===== config.mk =====
export PLATFORM = sky130hd
export DESIGN_NAME = plru_tree
export DESIGN_NICKNAME = d
export VERILOG_FILES = /design/src/logic/cache_pkg.sv /design/src/logic/plru_tree.sv
export VERILOG_INCLUDE_DIRS = /design/src /design/src/logic
export SDC_FILE = /design/constraint.sdc
export NUM_CORES = 1
export LEC_CHECK = 0
export BUFFER_PORTS_ARGS = -buffer_cell sky130_fd_sc_hd__buf_2
export CAP_MARGIN = 20
export CELL_PAD_IN_SITES_DETAIL_PLACEMENT = 1
export CELL_PAD_IN_SITES_GLOBAL_PLACEMENT = 2
export CORE_UTILIZATION = 45
export CTS_BUF_LIST = sky130_fd_sc_hd__clkbuf_4
export CTS_CLUSTER_SIZE = 16
export DETAILED_ROUTE_END_ITERATION = 16
export GPL_TIMING_DRIVEN = 0
export PLACE_DENSITY = 0.84
export SYNTH_ARGS = -nofsm -noshare
export SYNTH_HDL_FRONTEND = slang
export SYNTH_SLANG_ARGS = --single-unit

===== constraint.sdc =====
create_clock -name clk -period 3.8 [get_ports clk]
set_input_delay 0.57 -clock clk [delete_from_list [all_inputs] [get_ports clk]]
set_output_delay 0.57 -clock clk [all_outputs]
set_load 0.01 [all_outputs]

===== src/logic/cache_cfg.svh =====
`ifndef CACHE_CFG_SVH
`define CACHE_CFG_SVH

// geometry
`define CACHE_SETS   16
`define CACHE_WAYS   4

// address fields
`define SET_BITS     4
`define OFFSET_BITS  5   // byte offset in a 32-byte line
`define TAG_BITS     23

// dfp line width
`define LINE_BITS    256

`endif

===== src/logic/cache_pkg.sv =====
`include "cache_cfg.svh"

package cache_pkg;

    typedef logic [31:0]             addr_t;
    typedef logic [31:0]             word_t;
    typedef logic [`LINE_BITS-1:0]   line_t;
    typedef logic [`TAG_BITS-1:0]    tag_t;
    typedef logic [`SET_BITS-1:0]    set_idx_t;
    typedef logic [1:0]              way_idx_t;
    typedef logic [3:0]              mask_t;

    // 1, 2 or 4 active ways
    typedef enum logic [1:0] {
        mode_dm   = 2'd0,
        mode_2way = 2'd1,
        mode_4way = 2'd2
    } assoc_mode_t;

    typedef enum logic [2:0] {
        st_idle,
        st_lookup,
        st_wb,
        st_fill,
        st_resp,
        st_flush_chk,
        st_flush_wb,
        st_flush_done
    } ctrl_state_t;

    typedef struct packed {
        addr_t addr;
        mask_t rmask;
        mask_t wmask;
        word_t wdata;
    } cpu_req_t;

    typedef struct packed {
        logic  valid;
        logic  dirty;
        tag_t  tag;
        line_t data;
    } way_entry_t;

endpackage


===== src/logic/plru_tree.sv =====
`timescale 1ns/1ns
`include "cache_cfg.svh"

module plru_tree
    import cache_pkg::*;
(
    input  logic        clk,
    input  logic        rst,
    input  set_idx_t    set,
    input  assoc_mode_t mode,
    input  logic        touch,
    input  way_idx_t    touch_way,
    output way_idx_t    victim
);

    // bit 0 root, bit 1 picks within ways 0/1, bit 2 within ways 2/3
    logic [2:0] tree_q [`CACHE_SETS];
    logic [2:0] cur;

    assign cur = tree_q[set];

    always_ff @(posedge clk or posedge rst) begin
        if (rst) begin
            for (int s = 0; s < `CACHE_SETS; s++) begin
                tree_q[s] <= '0;
            end
        end else if (touch) begin
            tree_q[set][0] <= ~touch_way[1];   // root points to other half
            if (touch_way[1])
                tree_q[set][2] <= ~touch_way[0];
            else
                tree_q[set][1] <= ~touch_way[0];
        end
    end

    always_comb begin
        case (mode)
            mode_dm: begin
                victim = 2'd0;
            end
            mode_2way: begin
                victim = cur[1] ? 2'd1 : 2'd0;
            end
            default: begin
                if (cur[0])
                    victim = cur[2] ? 2'd3 : 2'd2;
                else
                    victim = cur[1] ? 2'd1 : 2'd0;
            end
        endcase
    end

endmodule


=== Yosys cells after proc, flatten, opt, wreduce, memory -nomap -nowiden ===
Index checks and enable logic that the tools add are counted.

* Output and inout port bits: 2
* Word-level logic and storage cells: 41
* Register bits after elaboration: 48

* Eq/ne operators: 1
* Muxes and demuxes: 17
* Reduce and logical (&&, ||, !) cells: 2
* Bitwise gates (word level): 3
* Order comparisons: 2

{| class="wikitable"
|+ Operator list
! operator !! number
|-
| bitwise mux 48 bit || 3
|-
| 2-to-1 mux 48 bit || 1
|-
| demux 3 bit (select 4 bit) || 3
|-
| binary-select mux 3 bit (select 4 bit) || 1
|-
| 2-to-1 mux 3 bit || 3
|-
| >= comparator 5 bit (second input constant) || 1
|-
| less-than comparator 5 x 1 -> 1 bit (second input constant) || 1
|-
| inverter 4 -> 5 bit || 1
|-
| 2-to-1 mux 2 bit || 2
|-
| case mux 2 bit (2 select lines) || 1
|-
| 2-to-1 mux 1 bit || 3
|-
| == test 2 x 1 -> 1 bit (second input constant) || 1
|-
| zero test 2 bit || 1
|-
| inverter 1 bit || 2
|-
| logical AND 1 bit || 1
|}

=== Logic depth before layout (Yosys ltp) ===
* Depth in word-level cells: 8
* Mapped depth: 7
* Depth with buffers taken out: 5

=== Least setup slack after synthesis ===
OpenSTA, ideal clock, no wires.

* Path type: input -> output
* Start point: input set[0]
* End point: output victim[0]
* Path slack: 1.382 ns
* Cell stages on the path: 6
* Data arrival time: 1.848 ns
* Path buffers: 1
* Path through: buf_6 > mux4_2 > a22oi_2 > nand3_2 > nand2b_4 > a31oi_1

* Cells in the longest elaborated chain, start to end: 7

{| class="wikitable"
|+ RTL lines
! element !! line !! RTL
|-
| from (decl) || plru_tree.sv:9 || <nowiki>input set_idx_t set,</nowiki>
|-
| inverter 4 -> 5 bit (not written as such) * || plru_tree.sv:20 || <nowiki>assign cur = tree_q[set];</nowiki>
|-
| binary-select mux 3 bit (select 4 bit) * || plru_tree.sv:20 ||
|-
| 2-to-1 mux 3 bit (not written as such) * (2 in series) || plru_tree.sv:20 ||
|-
| 2-to-1 mux 1 bit, on equally long branches || plru_tree.sv:42, plru_tree.sv:48, plru_tree.sv:46 ||
|-
| 2-to-1 mux 2 bit || plru_tree.sv:45 || <nowiki>if (cur[0])</nowiki>
|-
| case mux 2 bit (2 select lines) * || plru_tree.sv:37 || <nowiki>case (mode)</nowiki>
|-
| to (decl) || plru_tree.sv:13 || <nowiki>output way_idx_t victim</nowiki>
|}

Every way passes the cells marked *; elsewhere a longest branch is shown, timed or not. The select of a mux whose other input is x is not followed.

=== Worst setup path after layout ===
Same ends and word-level chain as after synthesis.

==> summary.txt <==
Initial core utilization = 47.4%
Post-CTS Repair Setup Buffers = 0
I/O pin cnt = 13
CP startpoint = set[0]
Clock sinks = 48
Worst slew pin tran = 0.998 ns
Drt drc = 0
Cell taking the most area after synthesis = dfrtp_1
Max_cap viols = 0
CTS clock-pin slew for the worst setup and hold paths = 0.14 ns
Min-delay worst type = primary input to asynchronous set/reset pin
DR pass1 iterations = 4
Final wirelength = 6520 um
Diode count = 0
Total grt overflow = 0
Final Hold Viols = 0
CTS Hold Bufs = 0
Total CTS buffers = 5
Tot Pwr = 1.17 mW
RD Place Congestion = 0.793
Die area = 5780 um^2
Unique masters post-synth = 33
Slowest stage cell on the critical path = mux4_2
TritonCTS clock tree = built
First-pass GRT wire length = 11100 um
Largest Register = tree_q
Max reg flops = 48
Synth warnings = 0
PostCTS Resize Cnt = 0
Register area share after synthesis = 48.7%
P_leak = 1.15 nW
Synth Area per Inst = 10.8 um^2
Count of final max-slew check failures = 0
Clk_skew = 0 ns
Vias in the first global route = 2022
Die H = 76.0 um
Vias = 1864
Synth-to-Final Area Change = 8.78%
Initial antenna violation count = 0
DRT iter0 DRCs = 109
Min Tclk post-route = 2.84 ns
Worst vdd ir = 0.244 mV
PD cells = 435 nW/um^2
Core ar. = 5200 um^2
Drt wl/cell = 20.6 um
IO Port Bufs = 9
Critical path class = primary input to output pin
Bufs and invs on worst path = 4
Share of the synthesized area in the top cell type = 48.7%
Area contributors post-synth = dfrtp_1 49%, mux4_1 6.4%, mux4_2 5.5%
RSZ-0062 raised after global routing = false
Mapped Cells = 228
Rows = 26
Crit Reg-Reg Startpoint = tree_q[23]
Final Cycle Share = 74.7%
# setup viols final = 0
Worst-skew pair later-pin latency = 0.36 ns
Critical path arrival = 2.27 ns
FF+latch count, synth = 48
Run status = completed
Drt via density = 5.90
Clock Tree Root = clkbuf_4
Rel. slew slack = 33.0%
Critical Path RT = 3.23 ns
Die span in x = 76.0 um
Final net count = 256
Crit-path cells = buf_2 > buf_6 > clkbuf_8 > mux4_2 > a22oi_1 > nand3_1 > nand2_1 > a31oi_1 > buf_2
Core Util, Final = 51.5%
Clk buf depth = 2
Multi-input gate area = 1150 um^2
Cell repeated most along the worst path = buf_2
CP endpoint kind = output pin
# fillers = 590
Worst-path maximum fanout = 10
Share of cells above drive strength 1 = 19.1%
Max frequency = 0.352 GHz
Total track usage = 25.3%
H-Tree Depth = 2
CP max stage delay = 0.54 ns
Largest regs = tree_q (48)
Setup TNS = 0 ns
Post-DP HPWL = 4890 um
DRT antenna net count = 0
Post-synth design cell area = 2460 um^2
Cell family with most CP delay = buffers and inverters
Largest net degree at the start of global routing = 27
Synth Net Count = 239
Crit path launch type = primary input
Register Area = 1200 um^2
power breakdown:
part           switching [mW]  internal (mW)  leakage (nW)
clock                   0.158         0.0858        0.0338
combinational           0.127          0.131         0.525
sequential             0.0562          0.608         0.591
metal layers:
layer / share of wire, % / up-vias / global-route usage (%)
met4: 1.0 / 0 / 5.58
met1: 45 / 953 / 34.6
li1: - / 861 / -
met5: 0 / - / 0
met2: 51 / 42 / 42.6
met3: 3.6 / 8 / 4.31
layout by cell type (no fill, tap or decap), drive strengths merged:
| master | instances |
|---|---|
| dfrtp | 48 |
| nor3 | 14 |
| nor4 | 5 |
| clkinv | 1 |
| a21oi | 8 |
| and2b | 2 |
| o21ai | 13 |
| mux2i | 3 |
| or3 | 2 |
| a31oi | 2 |
| nor3b | 1 |
| a22oi | 3 |
| nand2 | 33 |
| nand2b | 4 |
| nand3 | 10 |
| o21a | 13 |
| and2 | 1 |
| mux4 | 12 |
| nor2b | 1 |
| inv | 5 |
| nor2 | 17 |
| mux2 | 11 |
| o31ai | 4 |
| a21o | 1 |
| clkbuf | 16 |
| buf | 16 |
layout make-up:
class,instances,area share (%)
multi-input combinational,160,43.1
timing repair buffer,10,2.71
clock buffer,7,1.96
tap,70,3.27
clock inverter,1,0.140
buffer,15,3.36
inverter,5,0.700
sequential,48,44.8
logic make-up after synthesis:
| kind of cell | after synthesis | share of synthesized area, % |
|---|---|---|
| AO/OA/AOI/OAI | 44 | 11.4 |
| multiplexers | 26 | 18.1 |
| AND/OR/NAND/NOR | 90 | 17.4 |
| buffers and inverters | 20 | 4.42 |
| flip-flops | 48 | 48.7 |
cell usage after synthesis, drive strengths merged:
cell type,number
a31oi,2
o31ai,4
nor3b,1
and2,1
nand2,33
mux4,12
or3,2
nor2b,1
clkbuf,9
mux2i,3
nor2,17
a22oi,3
a21o,1
o21a,13
nand2b,4
inv,5
dfrtp,48
buf,6
nor4,5
nor3,14
o21ai,13
nand3,10
mux2,11
a21oi,8
and2b,2
metrics by stage:
| step | setup slack (ns) | cell area, um^2 | hold slack (ns) | instances |
|---|---|---|---|---|
| after global routing | 0.831 | 2680 | 0.274 | 316 |
| after floorplan | 1.38 | 2460 | 0.444 | 228 |
| after detailed placement | 0.987 | 2630 | 0.465 | 308 |
| final | 0.962 | 2680 | 0.245 | 316 |
| after global placement | 1.00 | 2600 | 0.462 | 307 |
| after CTS | 0.983 | 2680 | 0.267 | 316 |
final timing paths:
check / to / slack [ns] / depth (start not counted)
setup / recovery: victim[0] / 0.96 / 9
max in group asynchronous: tree_q[14] / 3.04 / 3
min in group clk: tree_q[38] / 0.50 / 2
hold reg to reg: tree_q[38] / 0.50 / 2
hold / removal: tree_q[34] / 0.25 / 2
setup reg to reg: tree_q[23] / 3.01 / 1
No activity file was read; power rests on OpenSTA's default activity.
