==> src/logic/cache_cfg.svh <==
`ifndef CACHE_CFG_SVH
`define CACHE_CFG_SVH

// geometry
`define CACHE_SETS   16
`define CACHE_WAYS   4

// address fields
`define SET_BITS     4
`define OFFSET_BITS  5   // byte offset in a 32-byte line
`define TAG_BITS     23

// dfp line width
`define LINE_BITS    256

`endif
==> src/logic/cache_pkg.sv <==
`include "cache_cfg.svh"

package cache_pkg;

    typedef logic [31:0]             addr_t;
    typedef logic [31:0]             word_t;
    typedef logic [`LINE_BITS-1:0]   line_t;
    typedef logic [`TAG_BITS-1:0]    tag_t;
    typedef logic [`SET_BITS-1:0]    set_idx_t;
    typedef logic [1:0]              way_idx_t;
    typedef logic [3:0]              mask_t;

    // 1, 2 or 4 active ways
    typedef enum logic [1:0] {
        mode_dm   = 2'd0,
        mode_2way = 2'd1,
        mode_4way = 2'd2
    } assoc_mode_t;

    typedef enum logic [2:0] {
        st_idle,
        st_lookup,
        st_wb,
        st_fill,
        st_resp,
        st_flush_chk,
        st_flush_wb,
        st_flush_done
    } ctrl_state_t;

    typedef struct packed {
        addr_t addr;
        mask_t rmask;
        mask_t wmask;
        word_t wdata;
    } cpu_req_t;

    typedef struct packed {
        logic  valid;
        logic  dirty;
        tag_t  tag;
        line_t data;
    } way_entry_t;

endpackage

==> src/logic/cache_way.sv <==
`timescale 1ns/1ns
`include "cache_cfg.svh"

module cache_way
    import cache_pkg::*;
(
    input  logic       clk,
    input  logic       rst,
    input  set_idx_t   set,
    input  logic       fill,
    input  line_t      line_in,
    input  tag_t       tag_in,
    input  logic       word_we,
    input  logic [2:0] word_sel,
    input  word_t      wdata,
    input  mask_t      wmask,
    input  logic       clean,
    input  logic       invalidate,
    output way_entry_t entry
);

    line_t                  data_mem [`CACHE_SETS];
    tag_t                   tag_mem  [`CACHE_SETS];
    logic [`CACHE_SETS-1:0] valid_q;
    logic [`CACHE_SETS-1:0] dirty_q;

    always_ff @(posedge clk) begin
        if (fill) begin
            data_mem[set] <= line_in;
            tag_mem[set]  <= tag_in;
        end else if (word_we) begin
            for (int b = 0; b < 4; b++) begin
                if (wmask[b])
                    data_mem[set][word_sel*32 + b*8 +: 8] <= wdata[b*8 +: 8];
            end
        end
    end

    always_ff @(posedge clk or posedge rst) begin
        if (rst) begin
            valid_q <= '0;
            dirty_q <= '0;
        end else begin
            if (invalidate)
                valid_q <= '0;
            else if (fill)
                valid_q[set] <= 1'b1;

            if (fill)
                dirty_q[set] <= 1'b0;     // fresh line from memory
            else if (word_we)
                dirty_q[set] <= 1'b1;
            else if (clean)
                dirty_q[set] <= 1'b0;     // written back by flush
        end
    end

    always_comb begin
        entry.valid = valid_q[set];
        entry.dirty = dirty_q[set];
        entry.tag   = tag_mem[set];
        entry.data  = data_mem[set];
    end

endmodule

==> config.mk <==
export PLATFORM = sky130hd
export DESIGN_NAME = cache_way
export DESIGN_NICKNAME = d
export VERILOG_FILES = /design/src/logic/cache_pkg.sv /design/src/logic/cache_way.sv
export VERILOG_INCLUDE_DIRS = /design/src /design/src/logic
export SDC_FILE = /design/constraint.sdc
export NUM_CORES = 2
export LEC_CHECK = 0
export ABC_CLOCK_PERIOD_IN_PS = 2600
export BUFFER_PORTS_ARGS = -buffer_cell sky130_fd_sc_hd__buf_2
export CAP_MARGIN = 0
export CORE_ASPECT_RATIO = 1.25
export CORE_MARGIN = 4
export CORE_UTILIZATION = 55
export DETAILED_ROUTE_END_ITERATION = 7
export PLACE_DENSITY = 0.76
export SLEW_MARGIN = 20
export SYNTH_ARGS = -nofsm -noshare
export SYNTH_HDL_FRONTEND = slang
export SYNTH_MEMORY_MAX_BITS = 65536
export SYNTH_SLANG_ARGS = --single-unit
==> constraint.sdc <==
create_clock -name clk -period 2.6 [get_ports clk]
set_clock_uncertainty 0.1 [all_clocks]
set_input_delay 0.39 -clock clk [delete_from_list [all_inputs] [get_ports clk]]
set_output_delay 0.39 -clock clk [all_outputs]
set_load 0.01 [all_outputs]
After elaboration in Yosys (flattened, before gate mapping)
Memory sizes are Yosys's and may differ from the RTL's.
Cells that the tools add are included.
Word-level totals
  register bits after elaboration: 32
  bits in writable memories: 4464
  input bits: 328
  memories kept: 2
Memory list
  data_mem: words 16, bits a word 256, read ports 1, clocked after memory_dff 0, write ports 1, line cache_way.sv:22  | line_t data_mem [`CACHE_SETS];
  tag_mem: words 16, bits a word 23, read ports 1, clocked after memory_dff 0, write ports 1, line cache_way.sv:23  | tag_t tag_mem [`CACHE_SETS];
Operators by class
  add/sub/neg operators: 7
  magnitude comparators: 2
  shift-type cells: 8
  muxes and demuxes: 1053
  bitwise operators: 1028
  reductions and logical operators: 3
Operators by type and width (number)
  1-bit two-way mux: 1041
  256-bit two-way mux: 4
  1-bit bitwise OR: 1024
  8-bit by 34-bit variable shift with 256-bit output (first input constant): 4
  8-bit by 34-bit indexed part select with 256-bit output: 4
  9-bit negator with 34-bit output: 3
  16-bit two-way mux: 5
  8-bit negator with 34-bit output: 1
  16-bit bitwise OR: 2
  8-bit by 5-bit adder with 9-bit output (second input constant): 2
  16-bit AND: 1
  16-bit NOT: 1
  8-bit by 4-bit adder with 9-bit output (second input constant): 1
  1-bit binary-select mux with 4-bit select: 2
  4-bit by 5-bit less-than comparator with 1-bit output (second input constant): 1
  1-bit demux with 4-bit select: 1
  4-bit by 1-bit >= comparator with 1-bit output (second input constant): 1
  3-bit nonzero test: 1
  2-bit nonzero test: 1
  1-bit logical AND: 1

Longest topological paths before layout
  depth after elaboration: 9
  gate-level depth with buffers: 11
  depth with buffers taken out: 7

Least setup slack after synthesis
Ideal clock, no wire load.
  kind: in2reg
  start point: input word_sel[1]
  end point: memory data_mem[15][0] (netlist bit), enable pin
  library setup time: 0.370 ns
  arrival time: 2.916 ns
  required time: 2.130 ns
  path slack: -0.786 ns
  stages: 11
  buffers on the path: 4
  cells stage by stage: buf_2 inv_1 clkbuf_1 ha_1 ha_1 nor4_1 nand4b_2 and2_1 clkbuf_1 buf_2 nor2_1
On the way
  word-level cells in the longest chain between the ends: 7
RTL lines
  start: declaration: line cache_way.sv:14  | input logic [2:0] word_sel,
  8-bit by 4-bit adder with 9-bit output / 8-bit negator with 34-bit output (equally long branches): line cache_way.sv:34  | data_mem[set][word_sel*32 + b*8 +: 8] <= wdata[b*8 +: 8];
  9-bit negator with 34-bit output / 8-bit by 34-bit variable shift with 256-bit output (equally long branches): line cache_way.sv:34
  8-bit by 34-bit variable shift with 256-bit output / 256-bit two-way mux (equally long branches): line cache_way.sv:34
  256-bit two-way mux (implied by the code) / 1-bit bitwise OR (equally long branches)
  1-bit bitwise OR (no source line) (2 in series)
  1-bit bitwise OR (no source line) (*)
  end: declaration: line cache_way.sv:22
Every way passes the cells marked *; elsewhere a longest branch is shown, timed or not.

==> impl_metrics.tcl <==
set metrics [dict create \
    status "finished with violations" \
    violations "negative setup slack" \
    fin_crit_ns 2.993 \
    finalHoldWorstSlack_ns 0.03174 \
    startpoint_type "flip-flop" \
    cts.sinks 4496 \
    setup_viol 281 \
    stdcell_area_mm2 0.2159 \
    slew_viol_final 0 \
    hold_depth 2 \
    p_per_area_mw_per_mm2 721.4 \
    switching_share 0.2244 \
    layout.nets 10550 \
    ff2ff_path_depth 2 \
    die_x_um 511.6 \
    coreArea_mm2 0.3148 \
    final_layout_size_suffix_gt1_frac 0.4462 \
    ant_nets 0 \
    reg2reg_setup_slack_ns 1.76 \
    clk_latency_ns 0.93 \
    die_area_mm2 0.3261 \
    post-dp-hpwl_um 358500 \
    finalWorstSetupSlack_ns -0.3929 \
    final_cell_mix "edfxtp_1 (4464), mux4_2 (1124), buf_4 (1021)" \
    yosys_warnings 0 \
    placed_cell_area_mm2 0.1953 \
    syn-num-nets 8464 \
    finalPower_mw 155.7 \
    wire_per_inst_um 36.18 \
    setup_tns_ns -54.20 \
    syn_area_mm2 0.1743 \
    grt_first_pass_wirelength_um 744700 \
    boundaryPins 609 \
    critPathMaxFanout 1 \
    synthFlopType "edfxtp_1" \
    drt_iter0_markers 14690 \
    dp.cells 13720 \
    die_h_um 637.5 \
    arrival_ns 2.50 \
    end_kind "output port" \
    area_growth_pct 23.81 \
    synth_cells 8130 \
    postSynth.asyncResetShare 0.007117 \
    viasPerCell 6.611 \
    drc 0 \
    final_common_cell "edfxtp_1" \
    fin_cells 14790 \
    drv_cap 0 \
    grt_max_degree 39 \
    holdPathEnd "data_mem[4][195]" \
    p_int_mw 120.8 \
    num_rows 230 \
    ir_drop_uv 801.0 \
    worstSetupPathType "reg -> out" \
    start_util 0.5538 \
    via_count 97750 \
    first_pass_iters 7 \
    p_switching_mw 34.95 \
    required_ns 2.11 \
    cts_root_buffer "clkbuf_16" \
    cts.clk_slew.worst_paths_ns 0.07 \
    cts_buffer_depth 4 \
    gp_congestion 0.9096 \
    numCtsBuffers 412 \
    max_freq_mhz 334.1 \
    power_frac_seq 0.525 \
    hold_viol 0 \
    clkPwrFrac 0.388 \
    hp-start "line_in[195]" \
    power_leakage_nw 71.74 \
    grt_pass1_vias 99020 \
    cts_tree "built" \
    r2r-end "valid_q[12]" \
    synth_cell_types 38 \
    synth.avg_cell_area_um2 21.45 \
    period_share 1.151 \
    hp-class "in -> reg" \
    h-tree-depth 5 \
    rsz0062_at_grt "yes" \
    wl_um 534900 \
    antenna_found_initial 79 \
    ys_seq_area_frac 0.7734 \
    gr-total-overflow 0 \
    grt.total_usage 0.3232 \
    startpoint "data_mem[3][68]" \
    synth_edf_count 4464 \
    ys_ff_latch 4496 \
    port_buffers 608 \
    worstReg2RegStart "valid_q[12]" \
    max_slew_margin 0.3002 \
    tightestPinTransition_ns 1.047 \
    combPwrFrac 0.086 \
]
## metal layers
metal / vias to the layer above / track usage / wire, µm
met2: 7369 / 0.5209 / 261800
li1: 38240 / - / -
met1: 50650 / 0.3962 / 166600
met5: - / 0 / 203
met3: 1467 / 0.08644 / 66930
met4: 30 / 0.1927 / 39340
## state kept, by name (all words and copies together) (netlist names), named ones only
signal / count
tag_mem: 368
valid_q: 16
data_mem: 4096
## power by group through the flow
| stage | Sequential (mW) | Combinational [mW] | Clock (mW) |
|---|---|---|---|
| floorplan | 83.1 | 5.64 | 0 |
| global placement | 83.1 | 11.2 | 0 |
| detailed placement | 83.3 | 11.5 | 0 |
| CTS | 81.8 | 13.1 | 60.5 |
| global route | 81.8 | 13.9 | 63.9 |
| finish | 81.8 | 13.5 | 60.5 |
## through the flow
step | setup WS (ns) | util
3_5_place_dp | -0.7027 | 0.6205
3_3_place_gp | -0.6624 | 0.6205
4_1_cts | -0.3983 | 0.6819
6_report | -0.3929 | 0.6856
5_1_grt | -0.4166 | 0.6852
2_1_floorplan | -0.3191 | -
## kinds of logic (layout without fill, tap and decap cells)
| family | count (synthesis) | count (layout) | share of synthesized area |
|---|---|---|---|
| compound gates | 678 | 678 | 0.02810 |
| mux | 1332 | 1332 | 0.1586 |
| buf+inv | 512 | 2930 | 0.01226 |
| xor+xnor | 2 | 2 | 0.0001866 |
| flops | 4496 | 4496 | 0.7734 |
| simple gates | 1104 | 1104 | 0.02695 |
| other cells | 0 | 61 | 0 |
| fa+ha+maj | 6 | 6 | 0.0004306 |
## cells in the mapped netlist (27+ instances only)
master / number / area share
nor2_1: 544 / 0.012
dfrtp_1: 32 / 0.0046
a22oi_1: 562 / 0.024
clkbuf_1: 285 / 0.0061
and3_1: 52 / 0.0019
edfxtp_1: 4464 / 0.77
mux4_2: 1124 / 0.15
nand2_1: 393 / 0.0085
mux2_2: 208 / 0.013
o21ai_0: 72 / 0.0021
and2_1: 50 / 0.0018
a31oi_1: 27 / 0.00097
buf_1: 56 / 0.0012
buf_2: 163 / 0.0047
## repair_timing
item	CTS	global route
endpoints found under the hold margin	3177	0
endpoints found under the setup margin	281	281
hold buffers	209	0
setup buffers	9	31
pin swaps	514	72
cloned	3	9
resized for setup	865	105
## worst max-delay path: stages, from the launching register on
cell and delay, ns:
edfxtp_1 0.37, mux4_2 0.50, a22oi_2 0.26, nand2_2 0.13
buf_8 0.17, buf_6 0.13
## worst max path at each step
stage / slack [ns] / to
after floorplan: -0.32 / tag_mem[13][0]
after global placement: -0.66 / data_mem[11][177]
after detailed placement: -0.70 / data_mem[11][179]
after CTS: -0.40 / entry[69]
after global routing: -0.42 / entry[68]
final: -0.39 / entry[68]
## layout make-up
| type | instances | area, µm² |
|---|---|---|
| multi-input cells | 3122 | 41340 |
| clock inverters | 241 | 2455 |
| well taps | 4176 | 5225 |
| diodes | 61 | 152.6 |
| flip-flops and latches | 4496 | 134800 |
| repair buffers | 2178 | 21010 |
| clock buffers | 506 | 10800 |
| fillers | 18100 | 98970 |
| inverters | 5 | 18.77 |
(Power assumes the default switching activity.)
