$ cat config.mk
export PLATFORM = sky130hd
export DESIGN_NAME = cache_ctrl
export DESIGN_NICKNAME = d
export VERILOG_FILES = /design/src/logic/cache_pkg.sv /design/src/logic/cache_ctrl.sv
export VERILOG_INCLUDE_DIRS = /design/src /design/src/logic
export SDC_FILE = /design/constraint.sdc
export NUM_CORES = 1
export LEC_CHECK = 0
export BUFFER_PORTS_ARGS = -buffer_cell sky130_fd_sc_hd__buf_4
export CORE_MARGIN = 2
export CORE_UTILIZATION = 40
export DETAILED_ROUTE_END_ITERATION = 10
export PLACE_DENSITY_LB_ADDON = 0.08
export SLEW_MARGIN = 20
export SYNTH_ARGS = -nofsm -noshare
export SYNTH_HDL_FRONTEND = slang
export SYNTH_SLANG_ARGS = --single-unit
$ cat constraint.sdc
create_clock -name clk -period 1.5 [get_ports clk]
set_input_delay 0.3 -clock clk [delete_from_list [all_inputs] [get_ports clk]]
set_output_delay 0.3 -clock clk [all_outputs]
set_load 0.05 [all_outputs]
$ cat src/logic/cache_cfg.svh
`ifndef CACHE_CFG_SVH
`define CACHE_CFG_SVH

// geometry
`define CACHE_SETS   16
`define CACHE_WAYS   4

// address fields
`define SET_BITS     4
`define OFFSET_BITS  5   // byte offset in a 32-byte line
`define TAG_BITS     23

// dfp line width
`define LINE_BITS    256

`endif
$ cat src/logic/cache_pkg.sv
`include "cache_cfg.svh"

package cache_pkg;

    typedef logic [31:0]             addr_t;
    typedef logic [31:0]             word_t;
    typedef logic [`LINE_BITS-1:0]   line_t;
    typedef logic [`TAG_BITS-1:0]    tag_t;
    typedef logic [`SET_BITS-1:0]    set_idx_t;
    typedef logic [1:0]              way_idx_t;
    typedef logic [3:0]              mask_t;

    // 1, 2 or 4 active ways
    typedef enum logic [1:0] {
        mode_dm   = 2'd0,
        mode_2way = 2'd1,
        mode_4way = 2'd2
    } assoc_mode_t;

    typedef enum logic [2:0] {
        st_idle,
        st_lookup,
        st_wb,
        st_fill,
        st_resp,
        st_flush_chk,
        st_flush_wb,
        st_flush_done
    } ctrl_state_t;

    typedef struct packed {
        addr_t addr;
        mask_t rmask;
        mask_t wmask;
        word_t wdata;
    } cpu_req_t;

    typedef struct packed {
        logic  valid;
        logic  dirty;
        tag_t  tag;
        line_t data;
    } way_entry_t;

endpackage

$ cat src/logic/cache_ctrl.sv
`timescale 1ns/1ns
`include "cache_cfg.svh"

module cache_ctrl
    import cache_pkg::*;
(
    input  logic        clk,
    input  logic        rst,
    input  logic        req_valid,
    input  logic        is_write,
    input  logic        hit,
    input  logic        victim_dirty,
    input  logic        dfp_resp,
    input  assoc_mode_t mode_sel,
    input  logic        mode_load,
    input  logic        flush_dirty,
    output logic        busy_idle,
    output logic        dfp_read,
    output logic        dfp_write,
    output logic        fill,
    output logic        cpu_write,
    output logic        ufp_resp,
    output logic        touch,
    output logic        flushing,
    output set_idx_t    flush_set,
    output way_idx_t    flush_way,
    output logic        clean,
    output logic        invalidate,
    output assoc_mode_t mode
);

    ctrl_state_t state_q;
    ctrl_state_t state_d;
    assoc_mode_t mode_q;
    assoc_mode_t pend_mode_q;
    logic        pend_valid_q;
    logic        flush_last;
    logic        flush_step;

    assign flush_last = (flush_set == set_idx_t'(`CACHE_SETS - 1)) &&
                        (flush_way == way_idx_t'(`CACHE_WAYS - 1));
    assign flush_step = (state_q == st_flush_chk && !flush_dirty) ||
                        (state_q == st_flush_wb && dfp_resp);

    always_comb begin
        state_d = state_q;
        case (state_q)
            st_idle: begin
                if (pend_valid_q)
                    state_d = st_flush_chk;   // request waits for the flush
                else if (req_valid)
                    state_d = st_lookup;
            end
            st_lookup: begin
                if (hit)
                    state_d = st_resp;
                else
                    state_d = victim_dirty ? st_wb : st_fill;
            end
            st_wb:   if (dfp_resp) state_d = st_fill;
            st_fill: if (dfp_resp) state_d = st_resp;
            st_resp: state_d = st_idle;
            st_flush_chk: begin
                if (flush_dirty)
                    state_d = st_flush_wb;
                else if (flush_last)
                    state_d = st_flush_done;
            end
            st_flush_wb: begin
                if (dfp_resp)
                    state_d = flush_last ? st_flush_done : st_flush_chk;
            end
            default: state_d = st_idle;      // flush_done
        endcase
    end

    always_ff @(posedge clk or posedge rst) begin
        if (rst) begin
            state_q   <= st_idle;
            flush_set <= '0;
            flush_way <= '0;
        end else begin
            state_q <= state_d;
            if (flush_step)
                {flush_set, flush_way} <= {flush_set, flush_way} + 1'b1;  // wraps at end
        end
    end

    // a later strobe overrides the pending mode
    always_ff @(posedge clk or posedge rst) begin
        if (rst) begin
            mode_q       <= mode_4way;
            pend_mode_q  <= mode_4way;
            pend_valid_q <= 1'b0;
        end else begin
            if (state_q == st_flush_done) begin
                mode_q       <= pend_mode_q;
                pend_valid_q <= 1'b0;
            end
            if (mode_load) begin
                pend_mode_q  <= mode_sel;
                pend_valid_q <= 1'b1;
            end
        end
    end

    assign busy_idle  = (state_q == st_idle);
    assign dfp_read   = (state_q == st_fill);
    assign dfp_write  = (state_q == st_wb) || (state_q == st_flush_wb);
    assign fill       = (state_q == st_fill) && dfp_resp;
    assign ufp_resp   = (state_q == st_resp);
    assign cpu_write  = ufp_resp && is_write;
    assign touch      = ufp_resp;
    assign flushing   = (state_q == st_flush_chk) || (state_q == st_flush_wb) ||
                        (state_q == st_flush_done);
    assign clean      = (state_q == st_flush_wb) && dfp_resp;
    assign invalidate = (state_q == st_flush_done);
    assign mode       = mode_q;

endmodule

* Yosys cells after proc, flatten, opt, wreduce, memory -nomap -nowiden
Cells that the tools add are included.
** Storage, ports and cells
- Register bits :: 14
- Input port bits :: 11
- Word-level logic and storage cells :: 47
** Operators by class
- Eq/ne operators :: 14
- Add/subtract/negate cells :: 1
- Multiplexer cells :: 13
- Reduce and logical (&&, ||, !) cells :: 13
** Operator list (number)
- 3-bit 2-to-1 mux :: 8
- 3-bit one-hot mux with 6 select lines :: 1
- 3-bit == test (second input constant) :: 4
- 6-bit by 1-bit adder with 6-bit output (second input constant) :: 1
- 3-bit by 2-bit == test with 1-bit output (second input constant) :: 2
- 2-bit inequality test (second input constant) :: 3
- 1-bit logical AND :: 5
- 5-bit AND reduction :: 1
- 4-bit == test (second input constant) :: 1
- 1-bit logical OR :: 4
- 3-bit by 1-bit == test with 1-bit output (second input constant) :: 1
- 3-bit zero test :: 1
- 1-bit 2-to-1 mux :: 3
- 3-bit by 2-bit inequality test with 1-bit output (second input constant) :: 1
- 3-bit inequality test (second input constant) :: 1
- 2-bit == test (second input constant) :: 1
- 2-bit 2-to-1 mux :: 1
- 2-bit nonzero test :: 1
- 1-bit zero test :: 1

* Longest topological paths before layout
Gate-level depths: netlist of run 1.
- Depth after elaboration :: 5
- Depth in mapped cells :: 6
- Depth with buffers taken out :: 5

* Worst setup path after synthesis of run 1
No wires, ideal clock.
- Path type :: register -> output
- Start :: register state_q[2]
- End :: output port cpu_write
- Path buffers :: 1
- Required time :: 1200 ps
- Slack :: -1103 ps
- Stages on the path, launching flop included :: 4
- Data arrival time :: 2303 ps
- Cells stage by stage :: dfrtp_1 > buf_6 > nor3b_1 > and2_1
** On the way
- Word-level cells in the longest chain between the ends :: 2
** RTL lines
- start, declared :: line cache_ctrl.sv:32 : ctrl_state_t state_q;
- start signal, assigned :: line cache_ctrl.sv:79 : state_q <= st_idle;
- start signal, assigned :: line cache_ctrl.sv:83 : state_q <= state_d;
- 3-bit == test :: line cache_ctrl.sv:111 : assign ufp_resp = (state_q == st_resp);
- named net touch :: line cache_ctrl.sv:23 : output logic touch,
- 1-bit logical AND :: line cache_ctrl.sv:112 : assign cpu_write = ufp_resp && is_write;
- end, declared :: line cache_ctrl.sv:21 : output logic cpu_write,
The timed path passes the listed nets, and every way through them passes these cells.

* Final worst setup path of run 1
- Start :: register state_q[0]
- End :: output port cpu_write
** On the way
- Word-level cells in the longest chain between the ends :: 2
** RTL lines (line)
- 3-bit == test :: cache_ctrl.sv:111
- 1-bit logical AND :: cache_ctrl.sv:112
No other way between the ends.

==> impl_metrics.env, run 1 <==
export IMPL_crit_arrival_ns=1.38
export IMPL_initial_core_util=0.420
export IMPL_yosysMostFrequentCell="dfrtp_1"
export IMPL_io_pins=29
export IMPL_gp_congestion=0.770
export IMPL_finalCritPeriodShare=1.12
export IMPL_cts_made_buffers=3
export IMPL_core_area_um2=1960
export IMPL_min_period_ns=1.68
export IMPL_layoutNonFillerInstCount=162
export IMPL_netlist_area_um2=825
export IMPL_ctsHoldBuffers=0
export IMPL_port_buffers=28
export IMPL_async_flop_share=1.00
export IMPL_end_kind="output port"
export IMPL_maxCapViolations=0
export IMPL_vias_per_cell=4.93
export IMPL_clockRootBuffer="clkbuf_4"
export IMPL_clk_insertion_delay_late_ns=0.28
export IMPL_fmax_mhz=595
export IMPL_ff_latch_area_um2=355
export IMPL_critPathRequiredTime_ns=1.20
export IMPL_grt_max_degree=15
export IMPL_dp_cells=149
export IMPL_diodes=0
export IMPL_ys_ff_latch=14
export IMPL_syn_to_final_growth_pct=72.1
export IMPL_cts_max_level=1
export IMPL_pre_cts_slack_ns=-0.0595
export IMPL_slew_headroom=0.668
export IMPL_yosysWarnings=0
export IMPL_r2r_slack_ns=-0.12
export IMPL_gr_total_overflow=0
export IMPL_critPathKind="flip-flop to output port"
export IMPL_postLayoutCoreUtil=0.723
export IMPL_clk_pin_slew_worst_paths_ns=0.08
export IMPL_grtUsageTotal=0.176
export IMPL_ys_flop_type="dfrtp_1"
export IMPL_powerDensity_nw_per_um2=2280
export IMPL_drc=0
export IMPL_violations="negative setup slack"
export IMPL_cts_tree="yes"
export IMPL_wire_per_inst_um=12.3
export IMPL_grt_pass1_wl_um=3330
export IMPL_n_fill_cell=152
export IMPL_via_count=799
export IMPL_syn_num_nets=96
export IMPL_outcome="finished, violations left"
export IMPL_worst_slew_pin_slew_ns=0.497
export IMPL_setup_viol=19
export IMPL_multi_input_area_um2=494
export IMPL_dieArea_um2=2440
export IMPL_drt_wl_total_um=1990
export IMPL_synth_cell_types=33
export IMPL_drive_above_1_share=0.585
export IMPL_finalHoldViolations=0
export IMPL_ant_nets=0
export IMPL_synth_top_area_cell="dfrtp_1"
export IMPL_p_leak_nw=0.653
export IMPL_grt_pass1_vias=780
export IMPL_antenna_found_initial=0
export IMPL_die_y_um=49.4
export IMPL_netlist_top_cells_count="dfrtp_1, nor2_1, nand2_1"
export IMPL_synth_edf_count=0
export IMPL_syn_area_per_cell_um2=9.82
export IMPL_ir_drop_mv=1.41
export IMPL_clock_sinks=14
export IMPL_first_pass_iters=4
export IMPL_dr_first_iter_drc_count=10
export IMPL_clock_path_buffers=2
export IMPL_fin_ws_ns=-0.181
export IMPL_crit_fanout=6
export IMPL_dp_hpwl_um=1400
export IMPL_syn_instance_count=84
export IMPL_seq_area_frac_synth=0.428
export IMPL_rows=16
export IMPL_slew_violations=0
export IMPL_rsz0062_at_grt="yes"
export IMPL_nets=148
export IMPL_fin_worst_skew_ns=0.00205
export IMPL_die_x_um=49.4
export IMPL_cp_start_kind="flip-flop"
export IMPL_synth_top_area_frac=0.364
export IMPL_synth_area_top_cells="dfrtp_1, mux2_2, dfstp_2"
export IMPL_hold_path_class="primary input to async pin"
==> cell families after synthesis <==
kind of cell	count (synthesis)	share of synthesized area
buffers and inverters	8	0.0592
xor gates and xnor gates	5	0.0531
adders and majority gates	1	0.0152
AOI/OAI and AO/OA	16	0.156
muxes	5	0.0683
and+or+nand+nor	35	0.220
DFF	14	0.428
==> final timing paths <==
kind	from	endpoint	cells after the start
min in group clk	mode_load	pend_valid_q	2
worst max-delay path	state_q[0]	cpu_write	4
max in group asynchronous	rst	state_q[1]	2
worst max register to register	state_q[1]	flush_way[1]	4
worst min register to register	pend_mode_q[0]	pend_mode_q[0]	1
worst min-delay path	rst	pend_mode_q[0]	2
==> layer usage <==
layer	vias to the layer above	share of wire	GRT usage
li1	399	-	-
met1	381	0.41	0.202
met2	19	0.55	0.329
met3	0	0.040	0.0460
met4	0	0	0.0278
met5	-	0	0
==> worst max-delay path: stages, from the launching register on <==
cell	delay (ns)
dfrtp_2	0.46
buf_6	0.13
nor3b_4	0.19
and2_4	0.18
buf_8	0.14
==> state kept, by name, indices dropped and copies added (netlist names) <==
name,count
state_q,3
flush_set,4
pend_valid_q,1
flush_way,2
mode,2
pend_mode_q,2
==> repair_timing <==
item,CTS,global route
buffers inserted,9,0
endpoints found under the setup margin,16,19
pin swaps,11,3
gates resized for setup,28,5
==> layout make-up <==
cell class                 instances  area share
multi-input combinational         62       0.348
timing repair buffer              52       0.341
sequential                        14       0.250
clock buffer                       4      0.0256
tap                               27      0.0238
inverter                           3      0.0106
==> cell usage in the layout, fill, tap and decap left out, types with 3 or more instances in the layout <==
cell / synthesis / routed
buf_4: 1 / 34
buf_6: 2 / 11
dfrtp_1: 12 / 10
nor2_1: 9 / 7
buf_8: 0 / 7
nand2_1: 7 / 5
xnor2_1: 4 / 4
mux2_2: 5 / 4
nand3_1: 3 / 3
a21oi_1: 3 / 3
clkbuf_4: 0 / 3
==> where the power goes <==
group	switching (mW)	internal [mW]
clock	0.120	0.148
sequential	0.140	0.523
combinational	1.26	1.05
==> through the flow <==
step | cell area, µm² | setup TNS, ns | power (mW) | hold slack, ns
after global placement | 1200 | -0.0360 | 2.53 | 0.368
after detailed placement | 1200 | -0.0861 | 2.55 | 0.369
after CTS | 1400 | -1.83 | 3.21 | 0.0689
after floorplan | 893 | -0.662 | 2.03 | 0.188
final | 1420 | -2.04 | 3.24 | 0.0405
after global routing | 1420 | -3.56 | 3.43 | 0.0744
Note: power is estimated with default switching activity, not from simulation.
==> inputs of run 2 (changes only) <==
==> constraint.sdc (replaced) <==
create_clock -name clk -period 1.5 [get_ports clk]
set_input_delay 0.15 -clock clk [delete_from_list [all_inputs] [get_ports clk]]
set_output_delay 0.15 -clock clk [all_outputs]
set_load 0.05 [all_outputs]
==> run 2 against run 1 <==
The run still ends with negative setup slack left. Via count is 0.38% lower. Utilization is 0.19 points higher. Clock power is 2% higher. Non-clock buffer count stayed put. Sequential cell count stayed put. First-iteration DRC count is 20% higher. Hold slack better by 0.023 ns. Highest routed layer is now met4. Die area stayed put. Clock skew is 0.0029 ns higher. Largest power group unchanged.
==> impl_metrics.env, run 2 (same netlist as run 1, synthesis figures left out) <==
export IMPL_violations="negative setup slack"
export IMPL_fmax_mhz=612
export IMPL_die_y_um=49.4
export IMPL_gr_total_overflow=0
export IMPL_clock_sinks=14
export IMPL_powerDensity_nw_per_um2=2290
export IMPL_final_cell_mix="buf_4, dfrtp_1, buf_6"
export IMPL_hold_path_class="primary input to flip-flop"
export IMPL_stdcell_area_um2=1420
export IMPL_p_leak_nw=0.648
export IMPL_port_buffers=28
export IMPL_dieArea_um2=2440
export IMPL_drt_wl_total_um=2010
export IMPL_gp_congestion=0.774
export IMPL_crit_arrival_ns=1.80
export IMPL_finalHoldViolations=0
export IMPL_cts_tree="yes"
export IMPL_grtUsageTotal=0.168
export IMPL_finalCritPeriodShare=1.09
export IMPL_slew_headroom=0.655
export IMPL_antenna_found_initial=0
export IMPL_syn_to_final_growth_pct=72.5
export IMPL_total_power_mw=3.25
export IMPL_rsz0062_at_grt="yes"
export IMPL_ff2ff_path_depth=4
export IMPL_setup_viol=14
export IMPL_min_period_ns=1.63
export IMPL_diodes=0
export IMPL_cts_max_level=1
export IMPL_largest_register_ffs=4
export IMPL_ant_nets=0
export IMPL_slew_violations=0
export IMPL_grt_max_degree=17
export IMPL_die_x_um=49.4
export IMPL_vias_per_cell=4.91
export IMPL_clk_pin_slew_worst_paths_ns=0.09
export IMPL_cp_start_kind="flip-flop"
export IMPL_rows=16
export IMPL_initial_core_util=0.420
export IMPL_first_pass_iters=4
export IMPL_dpl_cell_area_um2=1190
export IMPL_wire_per_inst_um=12.4
export IMPL_dp_hpwl_um=1400
export IMPL_largestRegisters="flush_set x4, state_q x3"
export IMPL_clk_insertion_delay_late_ns=0.28
export IMPL_nets=148
export IMPL_grt_pass1_vias=749
export IMPL_clock_path_buffers=2
export IMPL_final_common_cell="buf_4"
export IMPL_ir_drop_mv=1.41
export IMPL_dr_first_iter_drc_count=12
export IMPL_drive_above_1_share=0.607
export IMPL_regMostFlops="flush_set"
export IMPL_clockRootBuffer="clkbuf_4"
export IMPL_fin_worst_skew_ns=0.00492
export IMPL_critPathKind="flip-flop to flip-flop"
export IMPL_maxCapViolations=0
export IMPL_via_count=796
export IMPL_worst_slew_pin_slew_ns=0.517
export IMPL_drc=0
export IMPL_grt_pass1_wl_um=3170
export IMPL_end_kind="flip-flop"
export IMPL_holdPathStages=2
export IMPL_io_pins=29
export IMPL_fin_ws_ns=-0.134
export IMPL_critPathRequiredTime_ns=1.67
export IMPL_outcome="finished, violations left"
export IMPL_crit_fanout=6
export IMPL_cts_made_buffers=3
export IMPL_core_area_um2=1960
-- run 2: changes by cell type in the layout (fill, tap and decap cells not counted), moves of 2 or more --
| cell | before | now |
|---|---|---|
| inv_2 | 0 | 2 |
| buf_4 | 34 | 38 |
| buf_6 | 11 | 7 |
| nor2_1 | 7 | 5 |
-- run 2: worst paths after layout --
path / to / startpoint / slack [ns]
hold / removal: pend_valid_q / mode_load / 0.06
hold reg to reg: flush_set[3] / flush_set[3] / 0.51
max in group asynchronous: state_q[2] / rst / 0.67
setup / recovery: flush_way[1] / state_q[1] / -0.13
min in group asynchronous: pend_mode_q[0] / rst / 0.45
setup reg to reg: flush_way[1] / state_q[1] / -0.13
-- run 2: area by class of cell --
class	count	area [µm²]
clock buffers	4	36.3
multi-input cells	62	522
well taps	27	33.8
repair buffers	52	464
flip-flops and latches	14	355
fillers	150	539
inverters	3	11.3
-- run 2: per-stage QoR --
| step | worst slack [ns] | cells | utilization | hold WS [ns] | setup TNS [ns] |
|---|---|---|---|---|---|
| detailed placement | -0.121 | 149 | 0.606 | 0.226 | -0.423 |
| CTS | -0.110 | 155 | 0.654 | 0.0574 | -0.631 |
| global placement | -0.0748 | 149 | 0.606 | 0.217 | -0.103 |
| floorplan | -0.162 | 84 | - | 0.0378 | -0.574 |
| finish | -0.134 | 162 | 0.725 | 0.0635 | -0.787 |
| global route | -0.189 | 162 | 0.725 | 0.0693 | -1.71 |
-- run 2: timing repair --
| item | 4_1_cts | 5_1_grt |
|---|---|---|
| endpoints found under the hold margin | 12 | 0 |
| setup buffers | 1 | 7 |
| setup endpoints to repair | 17 | 17 |
| resized for setup | 13 | 23 |
| hold buffers | 1 | 0 |
| pin swaps | 3 | 9 |
-- run 2: worst max-delay path: stages, from the launching register on --
cell	delay, ns
dfrtp_1	0.42
buf_4	0.15
or3b_4	0.38
a21boi_4	0.25
mux2_4	0.32
-- run 2: power by group --
part	switching [mW]	internal, mW
registers	0.156	0.524
logic	1.25	1.04
clock network	0.126	0.148
total	1.54	1.72
-- run 2: metal layers --
metal	vias to the layer above	track usage	part of all wire
met5	-	0	0
met4	0	0.0278	0.0030
met3	2	0.0460	0.043
met2	20	0.306	0.55
met1	373	0.199	0.41
li1	401	-	-
==> inputs of run 3 (changes only) <==
--- a/config.mk
+++ b/config.mk
@@ -10,7 +10,7 @@
 export CORE_MARGIN = 2
 export CORE_UTILIZATION = 40
 export DETAILED_ROUTE_END_ITERATION = 10
-export PLACE_DENSITY_LB_ADDON = 0.08
+export PLACE_DENSITY = 0.69
 export SLEW_MARGIN = 20
 export SYNTH_ARGS = -nofsm -noshare
 export SYNTH_HDL_FRONTEND = slang
==> run 3 against run 2 <==
The flow still finishes with violations (negative setup slack). Count of clock-buffer cells in the layout unchanged. Critical path depth is the same. Power is 5.6% lower. Global-route usage is 0.45 points higher. Sequential power shrank 5.4%. Clock skew is 0.0024 ns lower. Via count rose by 2.1%. Sequential cell count unchanged. Cell area decreased by 5.2%. Largest power group unchanged. Register-to-register slack about the same.
==> impl_metrics.env, run 3 (same netlist as run 1, synthesis figures left out) <==
export IMPL_outcome="finished, violations left"
export IMPL_violations="negative setup slack"
export IMPL_worst_slew_pin_slew_ns=0.527
export IMPL_cts_made_buffers=3
export IMPL_finalHoldViolations=0
export IMPL_critPathRequiredTime_ns=1.68
export IMPL_top_layer_used="met4"
export IMPL_wire_per_inst_um=12.3
export IMPL_die_y_um=49.4
export IMPL_first_pass_iters=4
export IMPL_drive_above_1_share=0.591
export IMPL_drc=0
export IMPL_gp_congestion=0.862
export IMPL_critPathKind="flip-flop to flip-flop"
export IMPL_clock_sinks=14
export IMPL_dr_first_iter_drc_count=10
export IMPL_crit_arrival_ns=1.81
export IMPL_syn_to_final_growth_pct=63.6
export IMPL_cts_max_level=1
export IMPL_grt_pass1_wl_um=3280
export IMPL_hold_path_startpoint="mode_load"
export IMPL_timing_rr_start="state_q[1]"
export IMPL_diodes=0
export IMPL_fmax_mhz=615
export IMPL_regMostFlops="flush_set"
export IMPL_powerDensity_nw_per_um2=2280
export IMPL_final_cell_mix="buf_4, dfrtp_1, nor2_1, buf_6, nand2_1"
export IMPL_drt_wl_total_um=1960
export IMPL_hold_path_class="primary input to flip-flop"
export IMPL_finalSetupTns_ns=-0.727
export IMPL_gr_total_overflow=0
export IMPL_io_pins=29
export IMPL_whs_ns=0.0636
export IMPL_end_kind="flip-flop"
export IMPL_fin_ws_ns=-0.126
export IMPL_slew_headroom=0.649
export IMPL_dp_hpwl_um=1460
export IMPL_ant_nets=0
export IMPL_rows=16
export IMPL_grtUsageTotal=0.173
export IMPL_grt_max_degree=18
export IMPL_p_leak_nw=0.618
export IMPL_met3_length_um=117
export IMPL_core_area_um2=1960
export IMPL_setup_viol=11
export IMPL_rsz0062_at_grt="yes"
export IMPL_clk_insertion_delay_late_ns=0.28
export IMPL_fin_worst_skew_ns=0.00250
export IMPL_ir_drop_mv=1.66
export IMPL_cp_start_kind="flip-flop"
export IMPL_slew_violations=0
export IMPL_crit_fanout=6
export IMPL_grt_pass1_vias=759
export IMPL_port_buffers=28
export IMPL_maxCapViolations=0
export IMPL_initial_core_util=0.420
export IMPL_largestRegisters="flush_set x4, state_q x3"
export IMPL_dr_wl_met2_um=977
export IMPL_final_common_cell="buf_4"
export IMPL_pre_cts_slack_ns=-0.0607
export IMPL_crit_path_start="state_q[1]"
export IMPL_via_count=813
export IMPL_min_period_ns=1.63
export IMPL_clock_path_buffers=2
export IMPL_antenna_found_initial=0
export IMPL_largest_register_ffs=4
export IMPL_met1_length_um=841
export IMPL_cts_tree="yes"
export IMPL_total_power_mw=3.07
export IMPL_die_x_um=49.4
export IMPL_clk_pin_slew_worst_paths_ns=0.09
export IMPL_dieArea_um2=2440
export IMPL_clockRootBuffer="clkbuf_4"
export IMPL_finalCritPeriodShare=1.08
export IMPL_vias_per_cell=5.11
export IMPL_nets=145
[run 3: through the flow]
step	util	std cells	cell area (µm²)
after global placement	0.610	150	1200
after global routing	0.688	159	1350
after detailed placement	0.610	150	1200
final	0.688	159	1350
after CTS	0.656	157	1290
after floorplan	-	84	871
[run 3: report_power, final]
| group | internal [mW] | total (mW) | switching, mW | leakage, nW |
|---|---|---|---|---|
| logic | 0.916 | 2.15 | 1.23 | 0.431 |
| registers | 0.523 | 0.643 | 0.120 | 0.167 |
| clock network | 0.148 | 0.279 | 0.131 | 0.0210 |
| total | 1.59 | 3.07 | 1.49 | 0.618 |
[run 3: final timing paths]
path                                      to  slack (ns)  cells after the start
min in group asynchronous       flush_set[3]        0.45                      3
max in group asynchronous         state_q[1]        0.68                      3
worst max-delay path            flush_way[1]       -0.13                      4
worst min-delay path            pend_valid_q        0.06                      2
worst max register to register  flush_way[1]       -0.13                      4
worst min register to register  flush_set[3]        0.51                      1
[run 3: repair_timing]
item,in CTS,in global routing
pin swaps,2,7
setup buffers,3,2
hold buffers,1,0
endpoints found under the setup margin,6,19
hold endpoints to repair,12,0
resized for setup,9,13
[run 3: routing by layer]
metal	track usage	up-vias
met5	0	-
met4	0.0556	0
met3	0.0429	4
met2	0.291	24
met1	0.216	390
li1	-	395
[run 3: critical path, stage by stage, from the launching register on]
cell	delay [ns]
dfrtp_2	0.45
buf_4	0.15
or3b_4	0.39
a21boi_4	0.22
mux2_4	0.32
[run 3: area by class of cell]
cell class                 instances  area [µm²]
multi-input combinational         62         512
sequential                        14         355
timing repair buffer              49         400
inverter                           3        11.3
fill                             151         613
tap                               27        33.8
clock buffer                       4        36.3
